File: src/rooth_pkg.sv
// shared types for the cut-down soc; word-aligned accesses only, no byte enables on the bus
package rooth_pkg;

    typedef logic [31:0] word_t;
    typedef logic [4:0]  reg_addr_t;
    typedef logic [15:0] gpio_t;

    // ------------------------------
    // rv32i opcodes in use
    localparam logic [6:0] OP_IMM    = 7'b0010011;
    localparam logic [6:0] OP_REG    = 7'b0110011;
    localparam logic [6:0] OP_LUI    = 7'b0110111;
    localparam logic [6:0] OP_LOAD   = 7'b0000011;
    localparam logic [6:0] OP_STORE  = 7'b0100011;
    localparam logic [6:0] OP_BRANCH = 7'b1100011;
    localparam logic [6:0] OP_JAL    = 7'b1101111;

    // ------------------------------
    // address map, region is addr[31:28]
    localparam logic [3:0] REGION_INST = 4'h0;
    localparam logic [3:0] REGION_DATA = 4'h1;
    localparam logic [3:0] REGION_GPIO = 4'h4;

    localparam logic [7:0] GPIO_CTRL_OFS = 8'h00;
    localparam logic [7:0] GPIO_DATA_OFS = 8'h04;

    typedef struct packed {
        word_t addr;
        word_t wdata;
        logic  we;
        logic  req;
    } bus_req_t;

    typedef enum logic [2:0] {ALU_ADD, ALU_SUB, ALU_AND, ALU_OR, ALU_XOR, ALU_PASS} alu_op_t;
    typedef enum logic [1:0] {WB_NONE, WB_ALU, WB_LOAD, WB_LINK} wb_sel_t;

    typedef struct packed {
        reg_addr_t rs1;
        reg_addr_t rs2;
        reg_addr_t rd;
        word_t     imm;
        alu_op_t   alu_op;
        logic      use_imm;
        wb_sel_t   wb_sel;
        logic      mem_read;
        logic      mem_write;
        logic      branch;
        logic      branch_ne;
        logic      jump;
    } dec_t;

    typedef struct packed {
        word_t alu;
        logic  branch_taken;
        word_t target;
    } exe_t;

    typedef enum logic [2:0] {ST_FETCH, ST_DECODE, ST_EXEC, ST_MEM, ST_WB} core_state_t;

endpackage

File: src/rooth_gpio.sv
// 16 pins, 2-bit control per pin (01 drives); pads and tristates live outside this block
`timescale 1ns/100ps

module rooth_gpio (
    input  logic                clk_i,
    input  logic                arst_n_i,
    input  rooth_pkg::bus_req_t req_i,
    output rooth_pkg::word_t    rdata_o,
    input  rooth_pkg::gpio_t    gpio_i,
    output rooth_pkg::gpio_t    gpio_o,
    output rooth_pkg::gpio_t    gpio_oe_o
);
    import rooth_pkg::*;

    word_t ctrl_q;
    gpio_t data_q;
    gpio_t pin_val;

    // per-pin output enable
    always_comb begin
        for (int i = 0; i < 16; i++) begin
            gpio_oe_o[i] = (ctrl_q[2*i +: 2] == 2'b01);
        end
    end

    assign gpio_o  = data_q;
    assign pin_val = (data_q & gpio_oe_o) | (gpio_i & ~gpio_oe_o);

    always_ff @(posedge clk_i or negedge arst_n_i) begin
        if (!arst_n_i) begin
            ctrl_q <= '0;
            data_q <= '0;
        end else if (req_i.req && req_i.we) begin
            if (req_i.addr[7:0] == GPIO_CTRL_OFS) begin
                ctrl_q <= req_i.wdata;
            end
            if (req_i.addr[7:0] == GPIO_DATA_OFS) begin
                data_q <= req_i.wdata[15:0];
            end
        end
    end

    // inputs are sampled by the registered read
    always_ff @(posedge clk_i) begin
        if (req_i.req && !req_i.we) begin
            case (req_i.addr[7:0])
                GPIO_CTRL_OFS: rdata_o <= ctrl_q;
                GPIO_DATA_OFS: rdata_o <= {16'b0, pin_val};
                default:       rdata_o <= '0;
            endcase
        end
    end

endmodule

File: config.mk
export PLATFORM = sky130hd
export DESIGN_NAME = rooth_gpio
export DESIGN_NICKNAME = d
export VERILOG_FILES = /design/src/rooth_pkg.sv /design/src/rooth_gpio.sv
export SDC_FILE = /design/constraint.sdc
export NUM_CORES = 1
export LEC_CHECK = 0
export ABC_AREA = 1
export BUFFER_PORTS_ARGS = -buffer_cell sky130_fd_sc_hd__buf_2
export CORE_ASPECT_RATIO = 1.2
export CORE_MARGIN = 2
export CORE_UTILIZATION = 44
export CTS_CLUSTER_SIZE = 24
export DETAILED_ROUTE_END_ITERATION = 10
export PLACE_DENSITY = 0.75
export SYNTH_ARGS = -nofsm -noshare
export SYNTH_HDL_FRONTEND = slang
export SYNTH_SLANG_ARGS = --single-unit
File: constraint.sdc
create_clock -name clk_i -period 0.9 [get_ports clk_i]
set_input_delay 0 -clock clk_i [delete_from_list [all_inputs] [get_ports clk_i]]
set_output_delay 0 -clock clk_i [all_outputs]
set_load 0.005 [all_outputs]
* Yosys cells after proc, flatten, opt, wreduce, memory -nomap -nowiden
Cells that the tools add are included.
Storage, ports and cells: output and inout port bits 64, bits in registers 80, input port bits 84, logic and storage cells 31
Operators by class: bitwise logic cells 4, equality and inequality tests 17, reduce and logical (&&, ||, !) cells 6, muxes and demuxes 1
Operator list (number):
- one-hot mux 32 bit (2 select lines) | 1
- AND 16 bit | 2
- equality test 2 x 1 -> 1 bit, second input constant | 16
- NOT 16 bit | 1
- OR 16 bit | 1
- equality test 8 x 3 -> 1 bit, second input constant | 1
- logical NOT 8 bit | 1
- AND reduction 2 bit | 2
- logical AND 1 bit | 2
- logical NOT 1 bit | 1

* Logic depth before layout (Yosys ltp)
depth after elaboration 5, depth in mapped cells 7, mapped depth without buffers 7

* Least setup slack after synthesis
No wires, ideal clock.
path kind input port to flip-flop, start point input port req_i[0] (netlist bit), end point register rdata_o[0], enable pin, path buffers 0, cell stages on the path 2, setup time 0.422 ns, arrival 1.389 ns, path slack -0.911 ns, required time 0.478 ns, cells stage by stage inv_1 nor2_1
Between the ends: longest elaborated chain between the ends 1
RTL lines:
- start: declaration | RTL line rooth_gpio.sv:7 | input rooth_pkg::bus_req_t req_i,
- logical AND 1 bit | RTL line rooth_gpio.sv:45 | if (req_i.req && !req_i.we) begin
- end signal: assignment | RTL line rooth_gpio.sv:47 | GPIO_CTRL_OFS: rdata_o <= ctrl_q;
- end signal: assignment | RTL line rooth_gpio.sv:48 | GPIO_DATA_OFS: rdata_o <= {16'b0, pin_val};
- end: declaration | RTL line rooth_gpio.sv:8 | output rooth_pkg::word_t rdata_o,
No other way between the ends. A chain may end at the register's enable or synchronous reset.

* Worst setup path after layout
start point register ctrl_q[26], end point output port gpio_oe_o[13]
Between the ends: longest elaborated chain between the ends 1
RTL lines:
- start: declaration | RTL line rooth_gpio.sv:15 | word_t ctrl_q;
- start signal: assignment | RTL line rooth_gpio.sv:35 | ctrl_q <= req_i.wdata;
- equality test 2 x 1 -> 1 bit | RTL line rooth_gpio.sv:22 | gpio_oe_o[i] = (ctrl_q[2*i +: 2] == 2'b01);
- end: declaration | RTL line rooth_gpio.sv:11 | output rooth_pkg::gpio_t gpio_oe_o
No other way between the ends.

==> metrics <==
Post-synth EDFFs=32; Critical Path Source=ctrl_q[26]; cell mode on critical path=buf_6; via/cell ratio=4.92; synthesized net count=a little over 500; die height=104 um; Post-Synth Adder-Cell Area=0%; fill count=between 500 and 600; max-cap viol count=0; CP Class=reg2out; Synth Area in Simple Gates=between 30% and 40%; antenna violations before repair=0; DRT antenna net count=0; Area Overhead vs Synth=60.8%; Slowest-stage cell, CP=dfrtp_1; Worst setup SP type=flip-flop; post-route insts no fill=769; crit end category=output pin; critical path arrival=1.16 ns; Synth Flop Type=dfrtp_1; reg-to-reg setup timing slack=-0.21 ns; reg2reg end=rdata_o[14]; hold crit path type=in2reg; Final Hold Fails=0; DR iter-0 viols=roughly 200; routed wire length=between 10000 and 15000 um; Slew Limit Fails=0; largest family of logic cells by synthesized area=simple AND/OR/NAND/NOR gates; FP Rows=36; Top delay family on crit path=flip-flops; largest net degree at the start of global routing=49; asr flop ratio synth=around 60%; final worst slack=-0.257 ns; Clock Sinks=80; synth unique cells=16; skew final=roughly 0.0086 ns; layout cells sized above 1=between 40% and 50%; period utilisation layout=129%; TritonCTS clock tree=yes; area of the mapped netlist=0.00367 sq mm; Static Leak=between 3 and 4 nW; RSZ-0062 raised after global routing=true; routability cong.=0.843; Synth Area in XOR/XNOR=0%; synth warn=0; mux share of post-synthesis cell area=0%; Final setup viols=43; Slew headroom=about four fifths; global route overflow=0; gr usage total=23.8%; drt pass-1 iters=5; area leader, netlist=dfrtp_1; Port Buffers=123; power per cell area=between 1000 and 1500 mW/mm^2; sequential element share of the synthesized area=~59%; Bufs and invs on worst path=3; outcome=complete, but fails checks; Max stage delay on crit path=between 0.4 and 0.5 ns; post-DP HPWL=approximately 6600 um; syn avg cell area=about 8.4 sq um; Post-synth top cells=nand2_1, dfrtp_1, inv_1; Synth Area in Compound Gates=0%; VDD IR max=0.700 mV; Worst R2R Start=ctrl_q[29]; Max Fclk=slightly below 900 MHz; share of the synthesized area in the top cell type=between 30% and 40%; Seq cells post-synth=80; Ant. Diodes=0; H-tree levels=3; CTS Root Buffer Type=clkbuf_8; WL per Instance=14.4 um; Final nets=roughly 750; placed cells=691; CTS clock-pin slew for the worst setup and hold paths=0.08 ns; Mapped Cells=about 440; first-pass GRT wire length=16800 um; Synth area leaders=dfrtp_1, edfxtp_1, nand2_1; Clk Latency, worst-skew pair=~0.36 ns; top-count cell post-synth=nand2_1; die width=slightly below 90 um; CP Capture Point=gpio_oe_o[13]; Die ar.=a little over 0.009 sq mm; power consumption=around 7.5 mW; critical path, cell by cell=nand2_2 -> inv_2 -> buf_6 -> buf_6; IO Count=roughly 150; Place WS=-0.247 ns; Clock Path Buffers=2; Min Clock Period, post-route=1.16 ns; Slew @ Worst Pin=slightly above 0.3 ns; number of global-route vias before repair=approximately 3700; Required @ worst endpoint=~0.9 ns; failing checks=negative setup slack; DRC=0; CP max FO=2; FF-to-FF path depth=8; Core ar.=around 0.0081 sq mm; Vias=roughly 3800; Initial Utilization=approximately 45%; CTS buffer count=9; Critical Path Stages=4
## report_power, final
group,switching (mW),leakage [nW],internal [mW]
Clock,1.27,0.103,1.43
Sequential,0.0551,0.996,3.88
Combinational,0.424,2.11,0.495
## layer usage
metal / part of all wire [%] / wire length (um) / up-vias / global-route usage (%)
li1: - / - / 1804 / -
met1: 36 / 4000 / 1773 / 27.5
met2: 55 / 6070 / 166 / 41.2
met3: 4.8 / 534 / 39 / 3.41
met4: 4.2 / 467 / 0 / 13.2
met5: 0 / 0 / - / 0
## through the flow
step | TNS (ns) | cell area (sq um) | hold WS (ns) | util [%]
CTS | -4.70 | 5720 | 0.00619 | 70.5
global placement | -5.10 | 4850 | 0.00419 | 59.8
global route | -7.20 | 5910 | 0.0208 | 72.9
floorplan | -0.350 | 3690 | -0.296 | -
finish | -5.19 | 5910 | 0.0168 | 72.9
detailed placement | -9.48 | 4850 | 0.00475 | 59.8
## placed cells by master (no fill, tap or decap)
master         count
nand2_1          183
buf_2            105
buf_4             50
dfrtp_1           48
buf_6             40
nand3_1           38
dlygate4sd3_1     37
inv_2             32
edfxtp_1          32
nand2_2           26
nor2_1            20
inv_1             15
nand3_2           11
clkbuf_8          11
buf_12             9
nand2_4            6
nor2_2             3
nor2_4             2
clkinv_2           2
clkbuf_1           2
inv_12             1
bufinv_16          1
## cell type report
class / instances / area (sq um) / share of cell area, %
Clock buffer: 13 / 159 / 2.69
Multi-Input combinational cell: 289 / 1330 / 22.6
Clock inverter: 3 / 40.0 / 0.678
Sequential cell: 80 / 2160 / 36.6
Tap cell: 95 / 119 / 2.01
Inverter: 48 / 193 / 3.26
Timing Repair Buffer: 241 / 1900 / 32.2
## flip-flops by register name, indices dropped and copies added, names as in the netlist
signal   flops
rdata_o     32
gpio_o      16
ctrl_q      32
## worst min-delay path, cell delays in order
cell and delay, ns:
buf_2 0.08, nand2_1 0.04, nand2_1 0.05, nand2_1 0.05, nand2_1 0.05
## how the worst min path moves through the flow
stage                              to  depth (start not counted)       start  slack [ns]
after CTS                  rdata_o[8]                          5   gpio_i[8]       0.006
after global placement     ctrl_q[25]                          2    arst_n_i       0.004
after floorplan             ctrl_q[0]                          0    arst_n_i       -0.30
after global routing      rdata_o[11]                          5  gpio_i[11]        0.02
final                     rdata_o[11]                          5  gpio_i[11]        0.02
after detailed placement   ctrl_q[25]                          2    arst_n_i       0.005
## what timing repair did
item | in CTS | in global routing
hold endpoints to repair | 100 | 0
setup buffers | 19 | 13
hold buffers | 37 | 0
resized for setup | 60 | 40
pin swaps | 23 | 15
setup endpoints to repair | 46 | 61
## cell families after synthesis
group                  count (synthesis)
buffers and inverters                 66
and+or+nand+nor                      289
DFF                                   80
Power figures use the tool's default switching activity.
