==> src/rooth_pkg.sv <==
// shared types for the cut-down soc; word-aligned accesses only, no byte enables on the bus
package rooth_pkg;

    typedef logic [31:0] word_t;
    typedef logic [4:0]  reg_addr_t;
    typedef logic [15:0] gpio_t;

    // ------------------------------
    // rv32i opcodes in use
    localparam logic [6:0] OP_IMM    = 7'b0010011;
    localparam logic [6:0] OP_REG    = 7'b0110011;
    localparam logic [6:0] OP_LUI    = 7'b0110111;
    localparam logic [6:0] OP_LOAD   = 7'b0000011;
    localparam logic [6:0] OP_STORE  = 7'b0100011;
    localparam logic [6:0] OP_BRANCH = 7'b1100011;
    localparam logic [6:0] OP_JAL    = 7'b1101111;

    // ------------------------------
    // address map, region is addr[31:28]
    localparam logic [3:0] REGION_INST = 4'h0;
    localparam logic [3:0] REGION_DATA = 4'h1;
    localparam logic [3:0] REGION_GPIO = 4'h4;

    localparam logic [7:0] GPIO_CTRL_OFS = 8'h00;
    localparam logic [7:0] GPIO_DATA_OFS = 8'h04;

    typedef struct packed {
        word_t addr;
        word_t wdata;
        logic  we;
        logic  req;
    } bus_req_t;

    typedef enum logic [2:0] {ALU_ADD, ALU_SUB, ALU_AND, ALU_OR, ALU_XOR, ALU_PASS} alu_op_t;
    typedef enum logic [1:0] {WB_NONE, WB_ALU, WB_LOAD, WB_LINK} wb_sel_t;

    typedef struct packed {
        reg_addr_t rs1;
        reg_addr_t rs2;
        reg_addr_t rd;
        word_t     imm;
        alu_op_t   alu_op;
        logic      use_imm;
        wb_sel_t   wb_sel;
        logic      mem_read;
        logic      mem_write;
        logic      branch;
        logic      branch_ne;
        logic      jump;
    } dec_t;

    typedef struct packed {
        word_t alu;
        logic  branch_taken;
        word_t target;
    } exe_t;

    typedef enum logic [2:0] {ST_FETCH, ST_DECODE, ST_EXEC, ST_MEM, ST_WB} core_state_t;

endpackage

==> src/rooth_rib.sv <==
// two masters, three slaves; loader always wins and the core is held, no ready handshake
`timescale 1ns/100ps

module rooth_rib (
    input  logic                clk_i,
    input  logic                arst_n_i,
    input  rooth_pkg::bus_req_t core_req_i,
    input  rooth_pkg::bus_req_t load_req_i,
    output rooth_pkg::word_t    core_rdata_o,
    output rooth_pkg::bus_req_t inst_req_o,
    output rooth_pkg::bus_req_t data_req_o,
    output rooth_pkg::bus_req_t gpio_req_o,
    input  rooth_pkg::word_t    inst_rdata_i,
    input  rooth_pkg::word_t    data_rdata_i,
    input  rooth_pkg::word_t    gpio_rdata_i,
    output logic                hold_o
);
    import rooth_pkg::*;

    bus_req_t   sel_req;
    logic [3:0] region;
    logic [3:0] region_q;

    assign hold_o  = load_req_i.req;
    assign sel_req = load_req_i.req ? load_req_i : core_req_i;
    assign region  = sel_req.addr[31:28];

    // ------------------------------
    // slave select
    always_comb begin
        inst_req_o = '0;
        data_req_o = '0;
        gpio_req_o = '0;
        case (region)
            REGION_INST: inst_req_o = sel_req;
            REGION_DATA: data_req_o = sel_req;
            REGION_GPIO: gpio_req_o = sel_req;
            default: ;
        endcase
    end

    // region of the access whose data comes back next cycle
    always_ff @(posedge clk_i or negedge arst_n_i) begin
        if (!arst_n_i) begin
            region_q <= REGION_INST;
        end else if (sel_req.req) begin
            region_q <= region;
        end
    end

    always_comb begin
        case (region_q)
            REGION_INST: core_rdata_o = inst_rdata_i;
            REGION_DATA: core_rdata_o = data_rdata_i;
            REGION_GPIO: core_rdata_o = gpio_rdata_i;
            default:     core_rdata_o = '0;
        endcase
    end

endmodule

==> config.mk <==
export PLATFORM = sky130hd
export DESIGN_NAME = rooth_rib
export DESIGN_NICKNAME = d
export VERILOG_FILES = /design/src/rooth_pkg.sv /design/src/rooth_rib.sv
export SDC_FILE = /design/constraint.sdc
export NUM_CORES = 1
export LEC_CHECK = 0
export BUFFER_PORTS_ARGS = -buffer_cell sky130_fd_sc_hd__clkbuf_2
export CORE_AREA = 3 3 178 180
export CTS_CLUSTER_SIZE = 12
export DETAILED_ROUTE_END_ITERATION = 10
export DIE_AREA = 0 0 181 183
export SLEW_MARGIN = 10
export SYNTH_ARGS = -nofsm -noshare
export SYNTH_HDL_FRONTEND = slang
export SYNTH_SLANG_ARGS = --single-unit
==> constraint.sdc <==
create_clock -name clk_i -period 1.3 [get_ports clk_i]
set_input_delay 0.13 -clock clk_i [delete_from_list [all_inputs] [get_ports clk_i]]
set_output_delay 0.13 -clock clk_i [all_outputs]
set_load 0.01 [all_outputs]
# Word-level counts from Yosys, hierarchy flattened
# Index checks and enable logic that the tools add are counted.
# W data, S select, Z words.
[word_totals]
regBits = 4
out_inout_bits = 231
word_cells = 12
[classes]
eq_ne = 4
muxes = 5
reduce_logical = 2
[ops]
columns = ["operator", "n"]
rows = [
  ["$mux W66", 4],
  ["$pmux W32 S3", 1],
  ["$eq A4 B1 Y1 const B", 2],
  ["$eq A4 B3 Y1 const B", 2],
  ["$logic_not A4 Y1", 2],
]

# Logic depth before layout (Yosys ltp)
# Gate-level depths: netlist (run 1).
[depth]
word_depth = 3
mapped_depth = 5
ltp_nobuf = 3

# Least setup slack after synthesis (run 1)
# No wires, ideal clock.
[synth_timing]
kind = "register -> output"
from = "register region_q[1]"
to = "output core_rdata_o[14]"
t_arrival_ns = 1.298
slack_ns = -0.128
path_stages_with_launch = 4
cell_sequence = "dfrtp_1 -> or3_1 -> clkbuf_1 -> o21ai_0"
[synth_between]
elab_chain_cells = 2
[synth_rtl]
columns = ["item", "line_no", "source"]
rows = [
  ["start: declaration", "rooth_rib.sv:22", "logic [3:0] region_q;"],
  ["start signal: assignment", "rooth_rib.sv:47", "region_q <= region;"],
  ["$eq A4 B3 Y1 (tied with other cells)", "rooth_rib.sv:52", "case (region_q)"],
  ["$pmux W32 S3 (*)", "rooth_rib.sv:52", ""],
  ["end: declaration", "rooth_rib.sv:9", "output rooth_pkg::word_t core_rdata_o,"],
]
# Mark *: on every way between the ends. The rest lies on a longest branch, timed or not.

# Final worst setup path (run 1)
[layout_timing]
from = "register region_q[0]"
to = "output core_rdata_o[20]"
# Same word-level chain as after synthesis.

==> summary.txt, run 1 <==
Timing
  • Fin crit period: 1.739 ns
  • Max-Slew Margin vs Limit: 62.59%
  • # setup viols final: 220
  • RSZ-0062 raised after global routing: yes
  • Slew Viols, Final: 0
  • Fin Clk Skew: 0 ns
  • Final hold vios: 0
  • Fmax: 575.1 MHz
  • Worst setup margin: -0.4389 ns
  • Slew @ Worst Pin: 0.5591 ns
  • Final setup TNS: -58.78 ns
  • Tcrit/Tclk final: 133.8%

Die
  • Die span in x: 181 um
  • Core area: 30350 sq um
  • Die ar.: 33120 sq um
  • I/O pins: 461
  • Die H: 183 um
  • Rows: 64
  • Initial Utilization: 8.546%

Logic synthesis
  • Leading cell types by count after synthesis: nor2_1 (189), mux2i_1 (96), nand2_1 (34)
  • Ys Warns: 0
  • Share of the synthesized area in the top cell type: 37.05%
  • Synth unique cells: 25
  • Mapped Area: 2594 sq um
  • Synth Area per Inst: 6.161 sq um
  • Cells after Synth: 421
  • Number of flops mapped to enable cells by yosys: 0
  • Post-synth top flop: dfrtp_1
  • Async SR Flop Fraction: 100.0%
  • #FFs+latches synth: 4
  • Most frequent cell after synthesis: nor2_1
  • Largest cells by area after synthesis: mux2i_1 (37%), nor2_1 (27%), o21ai_0 (5.6%)
  • Sequential share of the synthesized area: 3.859%
  • Largest area contributor in the netlist: mux2i_1

Power and ir drop
  • Max VDD drop: 0.2608 mV
  • Pint: 2058 uW
  • Logic gate share of total power: 82.5%
  • Sw frac: 44.37%
  • Sequential share of power: 4.1%
  • Pwr dens: 368.1 nW/um^2
  • Clk network pwr share: 13.4%
  • Switching pwr: 1641 uW
  • Leakage power: 0.004560 uW

Routing
  • Final ANT Viol Nets: 0
  • WL/cell: 19.95 um
  • Initial detailed-routing violation count: 123
  • Via count: 5404
  • First-pass DRT Iterations: 4
  • DRT Wirelength: 27170 um
  • Via density: 3.968
  • Residual DRC: 0

GRT
  • Total Routing Usage GR: 13.54%
  • Largest net degree at the start of global routing: 27
  • Grt ovf: 0
  • First-pass GRT wire length: 33780 um
  • Vias in the first global route: 5469
  • Initial antenna violation count: 5

Worst hold path
  • Hold WC Path Type: input port to register

Run status
  • Status: complete, but fails checks
  • Violated checks: setup timing

Final layout
  • Final core occ: 33.12%
  • Post-Layout Cell Count: 1362
  • Post-route cell area: 10050 sq um
  • Fill count: 2995
  • Layout area overhead: 287.5%
  • Most flops, register: region_q
  • Register area: 101.3 sq um
  • Max FFs per register: 4
  • Fin nets: 1196
  • Share of cells above drive strength 1: 88.39%
  • Regs by FF count: region_q (4)
  • Multi-input logic area: 4120 sq um

Critical path
  • CP max stage delay: 0.47 ns
  • Slowest CP cell: or3_4
  • Critical Path RT: 1.17 ns
  • CP arrival: 1.61 ns
  • Critical path class: register to output pin
  • CP Launch Type: register
  • Worst path cell trace: or3_4 > buf_12 > o21ai_4 > buf_6
  • Crit path max fanout: 12
  • Critical path buffer and inverter count: 2
  • CP delay by family, top: simple AND/OR/NAND/NOR gates
  • CP endpoint kind: output pin

Flow run
  • Maxcap violations: 0

Clock network
  • Clock Path Buffers: 2
  • Clock sink count: 4
  • Clk slew on worst S/H paths: 0.03 ns
  • CTS tree: built
  • Total clock buffers created by CTS: 3
  • Worst-Skew Late Latency: 0.23 ns
  • H-tree Lvls: 1
  • Root buffer cell: clkbuf_16

Placed design
  • HPWL Detailed: 15840 um
  • I/O Buffers: 450
  • Inst Count DP: 1293
  • GPL Wtd Cong: 0.7998
  • DP Area: 5751 sq um
## path summary, 6_finish.rpt
kind | start | end | slack [ns] | cells after the start
max | region_q[0] | core_rdata_o[20] | -0.44 | 4
min | load_req_i[63] | region_q[1] | 0.18 | 3
max reg2reg | region_q[2] | region_q[2] | 0.41 | 3
min reg2reg | region_q[0] | region_q[0] | 0.67 | 3
max in group asynchronous | arst_n_i | region_q[2] | 0.81 | 2
min in group asynchronous | arst_n_i | region_q[2] | 0.35 | 2
## cell type report
class / instances / area share [%]
Tap cell: 396 / 4.930
Inverter: 2 / 0.1494
Sequential cell: 4 / 1.008
Antenna cell: 1 / 0.02490
Multi-Input combinational cell: 377 / 40.99
Clock buffer: 4 / 0.7843
Timing Repair Buffer: 578 / 52.11
## cell families (layout without fill, tap and decap cells)
| kind of cell | count (synthesis) | count (layout) | share of synthesized area (%) |
|---|---|---|---|
| AO/OA/AOI/OAI | 39 | 39 | 9.021 |
| buffers and inverters | 49 | 584 | 13.56 |
| other | 1 | 11 | 0.1446 |
| flip-flops | 4 | 4 | 3.859 |
| AND/OR/NAND/NOR | 230 | 230 | 35.07 |
| multiplexers | 98 | 98 | 38.35 |
## placed cells by master, fill, tap and decap left out, types with 26 or more instances in the layout
master	Yosys	final
nand2_1	34	30
buf_6	12	193
clkbuf_2	0	232
o21ai_2	0	30
buf_4	15	50
buf_2	17	40
nor2_4	0	172
mux2i_1	96	50
mux2i_4	1	33
buf_12	0	26
## power groups by stage
stage | clock network, uW | logic (uW) | registers (uW)
5_1_grt | 522 | 3210 | 155
3_3_place_gp | 0 | 1740 | 154
3_5_place_dp | 0 | 1770 | 155
2_1_floorplan | 0 | 890 | 148
4_1_cts | 507 | 2620 | 153
6_report | 496 | 3050 | 153
## layer usage
metal	vias to the layer above	track usage (%)	wire (um)	part of all wire (%)
met5	-	0	0	0
met1	2547	14.76	9399	35
met2	325	26.89	15100	56
met3	44	1.666	1902	7.0
li1	2488	-	-	-
met4	0	4.540	771	2.8
## through the flow
step                      power, uW  hold WS, ns  setup slack (ns)
after floorplan                1037      -0.1656         -0.007543
after global placement         1894     -0.05628           -0.3817
after detailed placement       1923     -0.05236           -0.4072
after CTS                      3278       0.1781           -0.4660
after global routing           3889       0.2107           -0.4672
final                          3699       0.1838           -0.4389
## worst register-to-register path, stage by stage (launching register included)
cell	delay (ns)
dfrtp_2	0.42
buf_4	0.18
nor2_1	0.11
a21oi_1	0.05
## what timing repair did
action / in CTS / in global routing
cloned: 17 / 4
buffers inserted: 36 / 19
resized for setup: 409 / 539
hold endpoints to repair: 4 / 0
hold buffers: 1 / 0
setup endpoints to repair: 220 / 221
pin swaps: 54 / 27
No activity file was read; power rests on OpenSTA's default activity.
==> run 2: changes to the inputs <==
- BUFFER_PORTS_ARGS: -buffer_cell sky130_fd_sc_hd__clkbuf_2 -> -buffer_cell sky130_fd_sc_hd__buf_2
==> summary.txt, run 2 (synthesized netlist as in run 1, its figures left out) <==
Run status
  • Status: complete, but fails checks (unchanged)
  • Violated checks: setup timing (unchanged)

Worst hold path
  • Hold path cells: 3 (unchanged)
  • Endpoint, Worst Hold: region_q[3] (was region_q[1])
  • Min-Delay Startpoint: load_req_i[65] (was load_req_i[63])
  • Hold WC Path Type: input port to register (unchanged)

Power and ir drop
  • Switching pwr: 1608 uW (was 1641 uW)
  • Pint: 2064 uW (was 2058 uW)
  • Sequential share of power: 4.1% (about the same)
  • Clk network pwr share: 13.6% (was 13.4%)
  • Sw frac: 43.79% (was 44.37%)
  • Total power: 3672 uW (was 3699 uW)
  • Logic gate share of total power: 82.3% (was 82.5%)
  • Max VDD drop: 0.2692 mV (was 0.2608 mV)
  • Leakage power: 0.004387 uW (was 0.004560 uW)
  • Pwr dens: 384.7 nW/um^2 (was 368.1 nW/um^2)

Routing
  • DRT Wirelength: 26270 um (was 27170 um)
  • Via count: 5364 (was 5404)
  • Final ANT Viol Nets: 0 (unchanged)
  • Via density: 3.979 (was 3.968)
  • Initial detailed-routing violation count: 113 (was 123)
  • First-pass DRT Iterations: 4 (unchanged)
  • Residual DRC: 0 (unchanged)
  • WL/cell: 19.49 um (was 19.95 um)

Die
  • Core area: 30350 sq um (unchanged)
  • I/O pins: 461 (unchanged)
  • Initial Utilization: 8.546% (unchanged)
  • Rows: 64 (unchanged)
  • Die ar.: 33120 sq um (unchanged)
  • Die H: 183 um (unchanged)
  • Die span in x: 181 um (unchanged)

Clock network
  • Root buffer cell: clkbuf_16 (unchanged)
  • Clk slew on worst S/H paths: 0.03 ns (about the same)
  • Total clock buffers created by CTS: 3 (unchanged)
  • Worst-Skew Late Latency: 0.23 ns (about the same)
  • Clock Path Buffers: 2 (unchanged)
  • CTS tree: built (unchanged)
  • H-tree Lvls: 1 (unchanged)
  • Clock sink count: 4 (unchanged)

Critical path
  • Worst path cell trace: or3_4 > buf_12 > o21ai_4 > buf_6 (unchanged)
  • CP endpoint kind: output pin (unchanged)
  • R2R Path Start: region_q[1] (was region_q[2])
  • CP arrival: 1.61 ns (about the same)
  • Slowest CP cell: or3_4 (unchanged)
  • Crit. Startpoint: region_q[0] (unchanged)
  • Critical path class: register to output pin (unchanged)
  • Critical Path RT: 1.17 ns (about the same)
  • R2r worst-path depth: 4 (was 3)
  • Crit path max fanout: 6 (was 12)
  • CP max stage delay: 0.50 ns (was 0.47 ns)
  • Crit Reg-Reg Endpoint: region_q[1] (was region_q[2])
  • Reg-to-reg slack, setup: 0.26 ns (was 0.41 ns)
  • CP Launch Type: register (unchanged)

GRT
  • Grt ovf: 0 (unchanged)
  • Initial antenna violation count: 7 (was 5)
  • Total Routing Usage GR: 13.52% (was 13.54%)
  • Largest net degree at the start of global routing: 20 (was 27)
  • Vias in the first global route: 5302 (was 5469)
  • First-pass GRT wire length: 33500 um (was 33780 um)

Placed design
  • DP Area: 5736 sq um (was 5751 sq um)
  • Inst Count DP: 1291 (was 1293)
  • GPL Wtd Cong: 0.8186 (was 0.7998)
  • HPWL Detailed: 15780 um (was 15840 um)
  • I/O Buffers: 450 (unchanged)

Final layout
  • Share of cells above drive strength 1: 86.53% (was 88.39%)
  • Post-route cell area: 9543 sq um (was 10050 sq um)
  • Regs by FF count: region_q (4) (unchanged)
  • Commonest non-fill, non-tap cell in the layout: buf_2 (was clkbuf_2)
  • Layout area overhead: 267.9% (was 287.5%)
  • Fill count: 3028 (was 2995)
  • Most flops, register: region_q (unchanged)
  • Most frequent cells in the layout: buf_2 (323), buf_6 (153), nor2_4 (120) (was clkbuf_2 (232), buf_6 (193), nor2_4 (172))
  • Max FFs per register: 4 (unchanged)
  • Fin nets: 1181 (was 1196)
  • Post-Layout Cell Count: 1348 (was 1362)

Flow run
  • Maxcap violations: 0 (unchanged)

Timing
  • Fmax: 575.1 MHz (about the same)
  • Slew Viols, Final: 0 (unchanged)
  • RSZ-0062 raised after global routing: yes (unchanged)
  • Final hold vios: 0 (unchanged)
  • Tcrit/Tclk final: 133.7% (was 133.8%)
  • Final setup TNS: -55.43 ns (was -58.78 ns)
  • Worst setup margin: -0.4387 ns (was -0.4389 ns)
  • Worst hold slack: 0.1849 ns (was 0.1838 ns)
  • # setup viols final: 219 (was 220)
  • Fin crit period: 1.739 ns (about the same)
  • Fin Clk Skew: 0 ns (unchanged)
==> run 2: changes by cell type in the layout (fill, tap and decap cells not counted), moves of 23 or more <==
cell,before,now
clkbuf_2,232,0
nor2_1,13,47
buf_2,40,323
buf_6,193,153
nor2_4,172,120
buf_4,50,27
==> run 2: worst max path at each step <==
stage	to	cells past startpoint
final	core_rdata_o[20]	4
after global routing	core_rdata_o[30]	6
after CTS	core_rdata_o[20]	4
after detailed placement	gpio_req_o[0]	7
after global placement	gpio_req_o[45]	7
after floorplan	core_rdata_o[0]	3
==> run 2: cell type report <==
cell class	instances	area (sq um)	area share [%]
flip-flops and latches	4	102.6	1.075
repair buffers	563	4808	50.39
well taps	396	495.5	5.192
inverters	2	12.51	0.1311
multi-input cells	377	4040	42.34
clock buffers	4	78.83	0.8260
diodes	2	5.005	0.05245
==> run 2: metrics by stage <==
stage / setup WS [ns] / utilization [%]
detailed placement: -0.4015 / 18.90
CTS: -0.4272 / 26.08
finish: -0.4387 / 31.44
global placement: -0.3916 / 18.90
floorplan: -0.007543 / -
global route: -0.4743 / 31.44
==> run 2: what timing repair did <==
item,CTS,global route
gates resized for setup,275,386
setup buffers,43,13
gates cloned,21,4
setup endpoints to repair,220,220
hold endpoints to repair,4,0
hold buffers,1,0
pin swaps,104,78
==> run 2: metal layers <==
layer	part of all wire (%)	GRT usage [%]	vias up
li1	-	-	2457
met1	34	14.95	2507
met2	55	26.12	343
met3	7.2	1.964	57
met4	4.1	4.966	0
met5	0	0	-
==> run 2: worst max-delay path: cells and delay by family, from the launching register on <==
kind	cells	cell delay [ns]
flops	1	0.37
buf+inv	2	0.32
simple gates	1	0.50
compound gates	1	0.18
==> run 2: power groups by stage <==
stage	registers [uW]	clock network, uW	logic (uW)
6_report	152	498	3020
5_1_grt	154	528	3180
4_1_cts	150	508	2500
3_5_place_dp	154	0	1760
3_3_place_gp	153	0	1740
2_1_floorplan	148	0	890
