File: src/rooth_pkg.sv
// shared types for the cut-down soc; word-aligned accesses only, no byte enables on the bus
package rooth_pkg;

    typedef logic [31:0] word_t;
    typedef logic [4:0]  reg_addr_t;
    typedef logic [15:0] gpio_t;

    // ------------------------------
    // rv32i opcodes in use
    localparam logic [6:0] OP_IMM    = 7'b0010011;
    localparam logic [6:0] OP_REG    = 7'b0110011;
    localparam logic [6:0] OP_LUI    = 7'b0110111;
    localparam logic [6:0] OP_LOAD   = 7'b0000011;
    localparam logic [6:0] OP_STORE  = 7'b0100011;
    localparam logic [6:0] OP_BRANCH = 7'b1100011;
    localparam logic [6:0] OP_JAL    = 7'b1101111;

    // ------------------------------
    // address map, region is addr[31:28]
    localparam logic [3:0] REGION_INST = 4'h0;
    localparam logic [3:0] REGION_DATA = 4'h1;
    localparam logic [3:0] REGION_GPIO = 4'h4;

    localparam logic [7:0] GPIO_CTRL_OFS = 8'h00;
    localparam logic [7:0] GPIO_DATA_OFS = 8'h04;

    typedef struct packed {
        word_t addr;
        word_t wdata;
        logic  we;
        logic  req;
    } bus_req_t;

    typedef enum logic [2:0] {ALU_ADD, ALU_SUB, ALU_AND, ALU_OR, ALU_XOR, ALU_PASS} alu_op_t;
    typedef enum logic [1:0] {WB_NONE, WB_ALU, WB_LOAD, WB_LINK} wb_sel_t;

    typedef struct packed {
        reg_addr_t rs1;
        reg_addr_t rs2;
        reg_addr_t rd;
        word_t     imm;
        alu_op_t   alu_op;
        logic      use_imm;
        wb_sel_t   wb_sel;
        logic      mem_read;
        logic      mem_write;
        logic      branch;
        logic      branch_ne;
        logic      jump;
    } dec_t;

    typedef struct packed {
        word_t alu;
        logic  branch_taken;
        word_t target;
    } exe_t;

    typedef enum logic [2:0] {ST_FETCH, ST_DECODE, ST_EXEC, ST_MEM, ST_WB} core_state_t;

endpackage

File: src/rooth_decode.sv
// decode for the supported rv32i subset only; anything else becomes a no-op
`timescale 1ns/100ps

module rooth_decode (
    input  rooth_pkg::word_t inst_i,
    output rooth_pkg::dec_t  dec_o
);
    import rooth_pkg::*;

    logic [6:0] opcode;
    logic [2:0] funct3;
    logic [6:0] funct7;
    word_t      imm_i;
    word_t      imm_s;
    word_t      imm_b;
    word_t      imm_u;
    word_t      imm_j;

    assign opcode = inst_i[6:0];
    assign funct3 = inst_i[14:12];
    assign funct7 = inst_i[31:25];

    // ------------------------------
    // immediates, all sign-extended
    assign imm_i = {{20{inst_i[31]}}, inst_i[31:20]};
    assign imm_s = {{20{inst_i[31]}}, inst_i[31:25], inst_i[11:7]};
    assign imm_b = {{19{inst_i[31]}}, inst_i[31], inst_i[7], inst_i[30:25],
                    inst_i[11:8], 1'b0};
    assign imm_u = {inst_i[31:12], 12'b0};
    assign imm_j = {{11{inst_i[31]}}, inst_i[31], inst_i[19:12], inst_i[20],
                    inst_i[30:21], 1'b0};

    always_comb begin
        dec_o     = '0;
        dec_o.rs1 = inst_i[19:15];
        dec_o.rs2 = inst_i[24:20];
        dec_o.rd  = inst_i[11:7];
        case (opcode)
            OP_IMM: begin
                // addi only
                if (funct3 == 3'b000) begin
                    dec_o.imm     = imm_i;
                    dec_o.use_imm = 1'b1;
                    dec_o.wb_sel  = WB_ALU;
                end
            end
            OP_REG: begin
                dec_o.wb_sel = WB_ALU;
                case (funct3)
                    3'b000:  dec_o.alu_op = funct7[5] ? ALU_SUB : ALU_ADD;
                    3'b100:  dec_o.alu_op = ALU_XOR;
                    3'b110:  dec_o.alu_op = ALU_OR;
                    3'b111:  dec_o.alu_op = ALU_AND;
                    default: dec_o.wb_sel = WB_NONE;
                endcase
            end
            OP_LUI: begin
                dec_o.imm     = imm_u;
                dec_o.use_imm = 1'b1;
                dec_o.alu_op  = ALU_PASS;
                dec_o.wb_sel  = WB_ALU;
            end
            OP_LOAD: begin
                if (funct3 == 3'b010) begin
                    dec_o.imm      = imm_i;
                    dec_o.use_imm  = 1'b1;
                    dec_o.mem_read = 1'b1;
                    dec_o.wb_sel   = WB_LOAD;
                end
            end
            OP_STORE: begin
                if (funct3 == 3'b010) begin
                    dec_o.imm       = imm_s;
                    dec_o.use_imm   = 1'b1;
                    dec_o.mem_write = 1'b1;
                end
            end
            OP_BRANCH: begin
                // beq and bne only
                if (funct3[2:1] == 2'b00) begin
                    dec_o.imm       = imm_b;
                    dec_o.branch    = 1'b1;
                    dec_o.branch_ne = funct3[0];
                end
            end
            OP_JAL: begin
                dec_o.imm    = imm_j;
                dec_o.jump   = 1'b1;
                dec_o.wb_sel = WB_LINK;
            end
            default: dec_o.wb_sel = WB_NONE;
        endcase
    end

endmodule

File: src/rooth_execute.sv
// single-cycle ALU and branch resolution; no shifts, no compares beyond equality
`timescale 1ns/100ps

module rooth_execute (
    input  rooth_pkg::dec_t  dec_i,
    input  rooth_pkg::word_t pc_i,
    input  rooth_pkg::word_t rs1_data_i,
    input  rooth_pkg::word_t rs2_data_i,
    output rooth_pkg::exe_t  exe_o
);
    import rooth_pkg::*;

    word_t op_b;
    word_t result;
    logic  equal;

    assign op_b  = dec_i.use_imm ? dec_i.imm : rs2_data_i;
    assign equal = (rs1_data_i == rs2_data_i);

    // ------------------------------
    // the alu also forms the load/store address
    always_comb begin
        case (dec_i.alu_op)
            ALU_ADD:  result = rs1_data_i + op_b;
            ALU_SUB:  result = rs1_data_i - op_b;
            ALU_AND:  result = rs1_data_i & op_b;
            ALU_OR:   result = rs1_data_i | op_b;
            ALU_XOR:  result = rs1_data_i ^ op_b;
            ALU_PASS: result = op_b;
            default:  result = '0;
        endcase
    end

    assign exe_o.alu    = result;
    assign exe_o.target = pc_i + dec_i.imm;

    // jal is always taken; bne inverts the equality test
    assign exe_o.branch_taken = dec_i.jump | (dec_i.branch & (equal ^ dec_i.branch_ne));

endmodule

File: src/rooth_result.sv
// register file with x0 tied to zero; flags follow x26/x27 bit 0 one cycle late
`timescale 1ns/100ps

module rooth_result (
    input  logic                 clk_i,
    input  logic                 arst_n_i,
    input  logic                 clr_i,
    input  logic                 we_i,
    input  rooth_pkg::reg_addr_t rd_i,
    input  rooth_pkg::wb_sel_t   wb_sel_i,
    input  rooth_pkg::word_t     alu_i,
    input  rooth_pkg::word_t     load_i,
    input  rooth_pkg::word_t     link_i,
    input  rooth_pkg::reg_addr_t rs1_i,
    input  rooth_pkg::reg_addr_t rs2_i,
    output rooth_pkg::word_t     rs1_data_o,
    output rooth_pkg::word_t     rs2_data_o,
    output logic                 over_o,
    output logic                 succ_o
);
    import rooth_pkg::*;

    word_t regs_q [1:31];
    word_t wb_data;

    always_comb begin
        case (wb_sel_i)
            WB_LOAD: wb_data = load_i;
            WB_LINK: wb_data = link_i;
            default: wb_data = alu_i;
        endcase
    end

    always_ff @(posedge clk_i or negedge arst_n_i) begin
        if (!arst_n_i) begin
            regs_q <= '{default: '0};
            over_o <= 1'b0;
            succ_o <= 1'b0;
        end else if (clr_i) begin
            regs_q <= '{default: '0};
            over_o <= 1'b0;
            succ_o <= 1'b0;
        end else begin
            if (we_i && rd_i != '0) begin
                regs_q[rd_i] <= wb_data;
            end
            over_o <= regs_q[26][0];
            succ_o <= regs_q[27][0];
        end
    end

    assign rs1_data_o = (rs1_i == '0) ? '0 : regs_q[rs1_i];
    assign rs2_data_o = (rs2_i == '0) ? '0 : regs_q[rs2_i];

    // the core must only request a write for instructions that produce a value
    a_no_blind_write: assert property (@(posedge clk_i) disable iff (!arst_n_i)
        we_i |-> wb_sel_i != WB_NONE);

endmodule

File: src/rooth_core.sv
// multi-cycle core, 4 to 6 cycles per instruction; no interrupts, no csr, no misalign traps
`timescale 1ns/100ps

module rooth_core #(
    parameter rooth_pkg::word_t RESET_PC = '0
) (
    input  logic                clk_i,
    input  logic                arst_n_i,
    input  logic                core_rst_i,
    input  logic                hold_i,
    output rooth_pkg::bus_req_t bus_o,
    input  rooth_pkg::word_t    rdata_i,
    output logic                over_o,
    output logic                succ_o
);
    import rooth_pkg::*;

    core_state_t state_q;
    word_t       pc_q;
    word_t       pc_plus4;
    dec_t        dec_d;
    dec_t        dec_q;
    exe_t        exe_d;
    exe_t        exe_q;
    word_t       load_q;
    logic        mem_wait_q;
    logic        rf_we;
    word_t       rs1_data;
    word_t       rs2_data;

    assign pc_plus4 = pc_q + 32'd4;

    // decode straight from the fetch data while in ST_DECODE
    rooth_decode u_decode (
        .inst_i ( rdata_i ),
        .dec_o  ( dec_d   )
    );

    rooth_execute u_execute (
        .dec_i      ( dec_q    ),
        .pc_i       ( pc_q     ),
        .rs1_data_i ( rs1_data ),
        .rs2_data_i ( rs2_data ),
        .exe_o      ( exe_d    )
    );

    assign rf_we = (state_q == ST_WB) && !hold_i && (dec_q.wb_sel != WB_NONE);

    rooth_result u_result (
        .clk_i      ( clk_i        ),
        .arst_n_i   ( arst_n_i     ),
        .clr_i      ( core_rst_i   ),
        .we_i       ( rf_we        ),
        .rd_i       ( dec_q.rd     ),
        .wb_sel_i   ( dec_q.wb_sel ),
        .alu_i      ( exe_q.alu    ),
        .load_i     ( load_q       ),
        .link_i     ( pc_plus4     ),
        .rs1_i      ( dec_q.rs1    ),
        .rs2_i      ( dec_q.rs2    ),
        .rs1_data_o ( rs1_data     ),
        .rs2_data_o ( rs2_data     ),
        .over_o     ( over_o       ),
        .succ_o     ( succ_o       )
    );

    // ------------------------------
    // control fsm
    always_ff @(posedge clk_i or negedge arst_n_i) begin
        if (!arst_n_i) begin
            state_q    <= ST_FETCH;
            pc_q       <= RESET_PC;
            dec_q      <= '0;
            exe_q      <= '0;
            mem_wait_q <= 1'b0;
        end else if (core_rst_i) begin
            state_q    <= ST_FETCH;
            pc_q       <= RESET_PC;
            dec_q      <= '0;
            exe_q      <= '0;
            mem_wait_q <= 1'b0;
        end else if (!hold_i) begin
            case (state_q)
                ST_FETCH:  state_q <= ST_DECODE;
                ST_DECODE: begin
                    dec_q   <= dec_d;
                    state_q <= ST_EXEC;
                end
                ST_EXEC: begin
                    exe_q   <= exe_d;
                    state_q <= (dec_q.mem_read || dec_q.mem_write) ? ST_MEM : ST_WB;
                end
                ST_MEM: begin
                    // loads wait one more cycle for the read data
                    if (dec_q.mem_read && !mem_wait_q) begin
                        mem_wait_q <= 1'b1;
                    end else begin
                        mem_wait_q <= 1'b0;
                        state_q    <= ST_WB;
                    end
                end
                ST_WB: begin
                    pc_q    <= exe_q.branch_taken ? exe_q.target : pc_plus4;
                    state_q <= ST_FETCH;
                end
                default: state_q <= ST_FETCH;
            endcase
        end
    end

    always_ff @(posedge clk_i) begin
        if (state_q == ST_MEM && mem_wait_q) begin
            load_q <= rdata_i;
        end
    end

    // ------------------------------
    // bus master
    always_comb begin
        bus_o = '0;
        if (state_q == ST_FETCH) begin
            bus_o.addr = pc_q;
            bus_o.req  = 1'b1;
        end else if (state_q == ST_MEM && !mem_wait_q) begin
            bus_o.addr  = exe_q.alu;
            bus_o.wdata = rs2_data;
            bus_o.we    = dec_q.mem_write;
            bus_o.req   = 1'b1;
        end
    end

    // a store reaches the bus only in the cycle after EXEC, or again while held
    a_write_only_in_mem: assert property (@(posedge clk_i) disable iff (!arst_n_i)
        bus_o.we |-> state_q == ST_MEM && ($past(state_q) == ST_EXEC || $past(hold_i)));

endmodule

File: config.mk
export PLATFORM = sky130hd
export DESIGN_NAME = rooth_core
export DESIGN_NICKNAME = d
export VERILOG_FILES = /design/src/rooth_pkg.sv /design/src/rooth_decode.sv /design/src/rooth_execute.sv /design/src/rooth_result.sv /design/src/rooth_core.sv
export SDC_FILE = /design/constraint.sdc
export NUM_CORES = 2
export LEC_CHECK = 0
export BUFFER_PORTS_ARGS = -buffer_cell sky130_fd_sc_hd__buf_2
export CAP_MARGIN = 20
export CORE_UTILIZATION = 64
export CTS_BUF_LIST = sky130_fd_sc_hd__clkbuf_16
export DETAILED_ROUTE_END_ITERATION = 8
export GPL_TIMING_DRIVEN = 1
export PLACE_DENSITY = 0.77
export SETUP_SLACK_MARGIN = 0.15
export SLEW_MARGIN = 25
export SYNTH_ARGS = -nofsm -noshare
export SYNTH_HDL_FRONTEND = slang
export SYNTH_SLANG_ARGS = --single-unit
export TNS_END_PERCENT = 100
File: constraint.sdc
create_clock -name clk_i -period 6.2 [get_ports clk_i]
set_input_delay 0.62 -clock clk_i [delete_from_list [all_inputs] [get_ports clk_i]]
set_output_delay 0.62 -clock clk_i [all_outputs]
set_load 0.05 [all_outputs]
# == Word level (Yosys, flattened, before mapping) ==
# Index checks and enable logic that the tools add are counted.
# totals
register_bits,1185
latchBits,0
mem_bits_rw,0
rom_bits,0
inputBits,36
output_inout_bits,68
wordCells,183
n_memories,0
# op_classes
n_addsub,4
multipliers,0
div_mod_pow,0
order_cmp,4
eq_ne,25
shifts,0
mux,60
bitwise,9
reduce_logical,29
# op_table
operator,count
992-bit 2-to-1 mux,2
992-bit bitwise mux,1
32-bit 2-to-1 mux,17
32-bit case mux with 6 select lines,2
32-bit binary-select mux with 5-bit select,2
65-bit 2-to-1 mux,3
58-bit 2-to-1 mux,3
32-bit demux with 5-bit select,1
66-bit 2-to-1 mux,1
32-bit adder,2
32-bit case mux with 2 select lines,1
33-bit 2-to-1 mux,1
32-bit by 3-bit adder with 32-bit output (second input constant),1
32-bit bitwise AND,1
32-bit equality test,1
32-bit bitwise OR,1
32-bit subtractor,1
32-bit XOR,1
3-bit case mux with 4 select lines,2
7-bit by 6-bit equality test with 1-bit output (second input constant),3
3-bit equality test (second input constant),6
6-bit greater-or-equal comparator (second input constant),3
5-bit NOT with 6-bit output,3
3-bit by 2-bit equality test with 1-bit output (second input constant),5
28 further kinds,67

# == Depth between registers and ports, before layout ==
# logic_depth
ltp_word,12
ltp_mapped,32
ltp_nobuf,27

# == Cells and area by module ==
# From an unflattened synthesis, not the netlist that was laid out.
# unflattened
cells_unflattened,8457
area_unflattened_um2,72841.1
# by_module_without_submodules
module,n_inst,cells_per_inst,area_per_inst_um2,seq_area_each_um2
rooth_result,1,6371,56350.3,24873.9
rooth_core,1,1085,9301.4,4939.7
rooth_execute,1,896,6448.7,0.0
rooth_decode,1,105,740.7,0.0

# == Least setup slack after synthesis ==
# No wires, ideal clock.
# synth_timing
path_type,reg2reg
from,register dec_q[53] (netlist name)
to,register exe_q[63] (netlist name)
setup_ns,0.131
t_arrival_ns,5.537
t_required_ns,6.069
path_slack_ns,0.532
path_stages_with_launch,23
n_path_buf,3
synth_period_minus_slack_ns,5.668
cell_sequence,dfrtp_1 -> clkbuf_1 -> clkbuf_1 -> buf_1 -> mux4_2 -> mux4_2 -> mux2_2 -> inv_1 -> ha_1 -> inv_1 -> fa_1 -> a21o_1 -> a21oi_1 -> nor2b_1 -> o21a_1 -> o22a_1 -> a211oi_1 -> o31ai_1 -> a211oi_1 -> nor2_1 -> a21oi_1 -> nor4b_1 -> or3_1
# synth_via
elab_chain_len,10
elab_cells_between_ends,15
cone_classes,add/sub (2); mux (8); bitwise (4); reduce/logical (1)
# synth_lines
element,line,text
"start, declared",rooth_core.sv:22,dec_t dec_q;
"start signal, assigned",rooth_core.sv:73,dec_q <= '0;
"start signal, assigned",rooth_core.sv:79,dec_q <= '0;
"start signal, assigned",rooth_core.sv:86,dec_q <= dec_d;
5-bit NOT with 6-bit output (implied by the code),rooth_result.sv:52,assign rs1_data_o = (rs1_i == '0) ? '0 : regs_q[rs1_i];
32-bit binary-select mux with 5-bit select,rooth_result.sv:52,
32-bit 2-to-1 mux (implied by the code) (2 in series),rooth_result.sv:52,
32-bit 2-to-1 mux *,rooth_result.sv:52,
32-bit subtractor (tied with other cells),rooth_execute.sv:25,ALU_SUB: result = rs1_data_i - op_b;
32-bit case mux with 6 select lines *,rooth_execute.sv:23,case (dec_i.alu_op)
65-bit 2-to-1 mux *,rooth_core.sv:83,case (state_q)
65-bit 2-to-1 mux *,rooth_core.sv:82,end else if (!hold_i) begin
65-bit 2-to-1 mux *,rooth_core.sv:76,end else if (core_rst_i) begin
"end signal, assigned",rooth_core.sv:74,exe_q <= '0;
"end signal, assigned",rooth_core.sv:80,exe_q <= '0;
"end signal, assigned",rooth_core.sv:90,exe_q <= exe_d;
"end, declared",rooth_core.sv:24,exe_t exe_q;
# Every way passes the cells marked *; elsewhere a longest branch is shown, timed or not. The select of a mux whose other input is x is not followed.
# A chain may end at the register's enable or synchronous reset.

# == Worst setup path in the final report ==
# layout_timing
from,register dec_q[48] (netlist name)
to,register exe_q[63] (netlist name)
# layout_via
elab_chain_len,11
elab_cells_between_ends,16
cone_classes,add/sub (2); mux (9); bitwise (4); reduce/logical (1)
# layout_lines
element,line,text
5-bit NOT with 6-bit output (implied by the code),rooth_result.sv:53,assign rs2_data_o = (rs2_i == '0) ? '0 : regs_q[rs2_i];
32-bit binary-select mux with 5-bit select,rooth_result.sv:53,
32-bit 2-to-1 mux (implied by the code) (2 in series),rooth_result.sv:53,
32-bit 2-to-1 mux *,rooth_result.sv:53,
32-bit 2-to-1 mux *,rooth_execute.sv:17,assign op_b = dec_i.use_imm ? dec_i.imm : rs2_data_i;
32-bit subtractor (tied with other cells),rooth_execute.sv:25,
32-bit case mux with 6 select lines *,rooth_execute.sv:23,
65-bit 2-to-1 mux *,rooth_core.sv:83,
65-bit 2-to-1 mux *,rooth_core.sv:82,
65-bit 2-to-1 mux *,rooth_core.sv:76,
# Marked as above.

==> results.json <==
{
  "syn_nets": 6360,
  "synth.most_common_cell": "dfrtp_1",
  "cp_top_family": "compound AO/OA/AOI/OAI gates",
  "grt_usage_pct": 51.3,
  "synth_edf_count": 32,
  "num_io_pins": 104,
  "cp-start-kind": "register",
  "yosys_register_bits": 1185,
  "grt_pass1_vias": 57500,
  "core_area_mm2": 0.104,
  "arrival_ns": 6.62,
  "slew_headroom_pct": 20.5,
  "clkTransAtPathRegs_ns": 0.06,
  "p_sw_share_pct": 28.2,
  "hp-class": "primary input to register",
  "num_rows": 118,
  "numPortBuffers": 103,
  "cts_sinks": 1185,
  "grt_pass1_wl_um": 394000,
  "hpwl_um": 181000,
  "layout-drive-gt1-share_pct": 21.9,
  "grt_start_max_net_pins": 184,
  "clockPowerShare_pct": 42.8,
  "p_leak_uw": 0.0320,
  "yosys_warnings": 0,
  "cts_buffers": 130,
  "insertion_delay_ns": 0.78,
  "p_int_uw": 12700,
  "whs_ns": 0.124,
  "worst-path-buf-inv": 6,
  "vias_per_cell": 7.62,
  "gp_congestion": 1.05,
  "grt_overflow_total": 0,
  "drv_slew": 0,
  "wl_per_cell_um": 35.2,
  "p_switching_uw": 4980,
  "cts_tree": "done",
  "initial_utilization_pct": 64.7,
  "num_vias": 59100,
  "synth_ff_type": "dfrtp_1",
  "post_dp_cell_area_mm2": 0.0709,
  "final_area_mm2": 0.0756,
  "synthArstFlopShare_pct": 97.3,
  "finalCritPeriodShare_pct": 96.6,
  "syn_inst": 6194,
  "cts_max_level": 4,
  "cts-root-buf": "clkbuf_16",
  "hold_viol_final": 0,
  "netlist_area_mm2": 0.0670,
  "die_y_um": 326,
  "crit_top_cell": "buf_4",
  "fmax_mhz": 167,
  "drcViolationCount": 0,
  "yosysTopAreaCell": "dfrtp_1",
  "worstSetupPathType": "register to register",
  "wl_um": 273000,
  "setup_viol_count_final": 0,
  "ant_nets": 0,
  "clock_path_buffers": 3,
  "status": "finished clean",
  "combinationalPowerShare_pct": 13.0,
  "synth_top_cell_area_share_pct": 43.0,
  "cp_slowest_cell": "dfrtp_4",
  "crit_fanout": 3,
  "synth_commonest_cells": "dfrtp_1, nand2_1, o21ai_0",
  "post-route-util_pct": 72.9,
  "rsz0062_at_grt": "true",
  "p_total_uw": 17700,
  "dieArea_mm2": 0.106,
  "fp.dieW_um": 326,
  "period_minus_slack_ns": 5.99,
  "ir_drop_uv": 337,
  "yosysUniqueCellTypes": 81,
  "tightest_slew_ns": 1.19,
  "post_synth_main_area_contributors": "dfrtp_1, mux4_2, a22o_1",
  "seqPwrFrac_pct": 44.2,
  "area_growth_pct": 12.8,
  "slowest_delay_ns": 0.52,
  "antenna_found_initial": 19,
  "drv_cap": 0,
  "drt_first_iter_violations": 9939,
  "num-nets-final": 6432,
  "synth_area_per_cell_um2": 10.8,
  "p_per_area_mw_per_mm2": 234,
  "finClkSkew_ns": 0.0489,
  "endpoint_kind": "register",
  "ys_seq_area_share_pct": 44.5,
  "drt_pass1_iterations": 9,
  "critical_path_required_ns": 6.83
}
## kinds of logic after synthesis
family	share of synthesized area (%)
XOR/XNOR	1.87
adder cells (fa/ha/maj)	2.45
flip-flops	44.5
buffers and inverters	3.98
AND/OR/NAND/NOR	9.01
multiplexers	19.8
AO/OA/AOI/OAI	18.5
## worst paths after layout
path	end	cells after the start	from	slack (ns)
worst max-delay path	exe_q[63]	27	dec_q[48]	0.21
worst min-delay path	load_q[2]	1	rdata_i[2]	0.12
worst max register to register	exe_q[63]	27	dec_q[48]	0.21
worst min register to register	exe_q[26]	2	exe_q[26]	0.48
max in group asynchronous	u_result.regs_q[126]	4	arst_n_i	4.20
min in group asynchronous	pc_q[15]	2	arst_n_i	0.45
## state kept, by name (all words and copies together), names as in the netlist
register,count
pc_q,32
u_result.succ_o,1
u_result.regs_q,992
mem_wait_q,1
state_q,3
load_q,32
u_result.over_o,1
dec_q,58
exe_q,65
## stage by stage
stage / setup WS, ns / cells / setup TNS (ns)
4_1_cts: 0.159 / 7732 / 0
3_5_place_dp: -0.206 / 7493 / -0.206
6_report: 0.209 / 7756 / 0
5_1_grt: 0.0838 / 7747 / 0
2_1_floorplan: 0.532 / 6194 / 0
3_3_place_gp: -0.278 / 7493 / -0.288
## cell type report
cell class              count  area (um2)
clock inverters           102         753
well taps                1380        1730
fillers                  7240       28100
diodes                      9        22.5
clock buffers             131        3280
multi-input cells        4345       35400
repair buffers            509        4210
inverters                  95         358
flip-flops and latches   1185       29800
## power by group through the flow
| stage | combinational (uW) | sequential, uW | clock [uW] |
|---|---|---|---|
| finish | 2300 | 7820 | 7570 |
| CTS | 2160 | 7810 | 7520 |
| detailed placement | 2130 | 7960 | 0 |
| floorplan | 1150 | 7920 | 0 |
| global route | 2380 | 7810 | 7800 |
| global placement | 2130 | 7960 | 0 |
## placed cells by master, fill, tap and decap left out, drive strengths merged, types with 18 or more instances in the layout
cell / synthesis / final
dfrtp: 1153 / 1153
nand2: 900 / 900
o21ai: 723 / 723
buf: 126 / 506
a22o: 494 / 494
mux4: 461 / 461
a21oi: 315 / 315
nor2: 274 / 274
mux2i: 194 / 194
clkbuf: 443 / 133
inv: 94 / 132
ha: 128 / 128
xnor2: 107 / 107
mux2: 82 / 82
a22oi: 67 / 67
clkinv: 1 / 53
o22ai: 50 / 50
nand3: 43 / 43
xor2: 36 / 36
a21o: 33 / 33
nor3: 33 / 33
edfxtp: 32 / 32
nor2b: 29 / 29
nand2b: 23 / 23
a211oi: 23 / 23
a31oi: 22 / 22
nand4: 21 / 21
o31ai: 21 / 21
o211ai: 20 / 20
and3: 20 / 20
and2: 20 / 20
a221o: 18 / 18
## layer usage
layer / vias up / share of wire (%) / routed length (um) / global-route usage, %
li1: 23200 / - / - / -
met1: 29100 / 34 / 91500 / 64.6
met2: 5412 / 42 / 115000 / 72.0
met3: 1374 / 16 / 43800 / 22.1
met4: 20 / 8.3 / 22600 / 34.4
met5: - / 0.062 / 169 / 0.266
## repair_timing
| action | CTS | global route |
|---|---|---|
| setup buffers | 5 | 10 |
| setup endpoints to repair | 5 | 10 |
| cloned | 0 | 2 |
| resized for setup | 17 | 52 |
| hold buffers | 1 | 0 |
| pin swaps | 3 | 19 |
| hold endpoints to repair | 69 | 0 |
(Power assumes the default switching activity.)
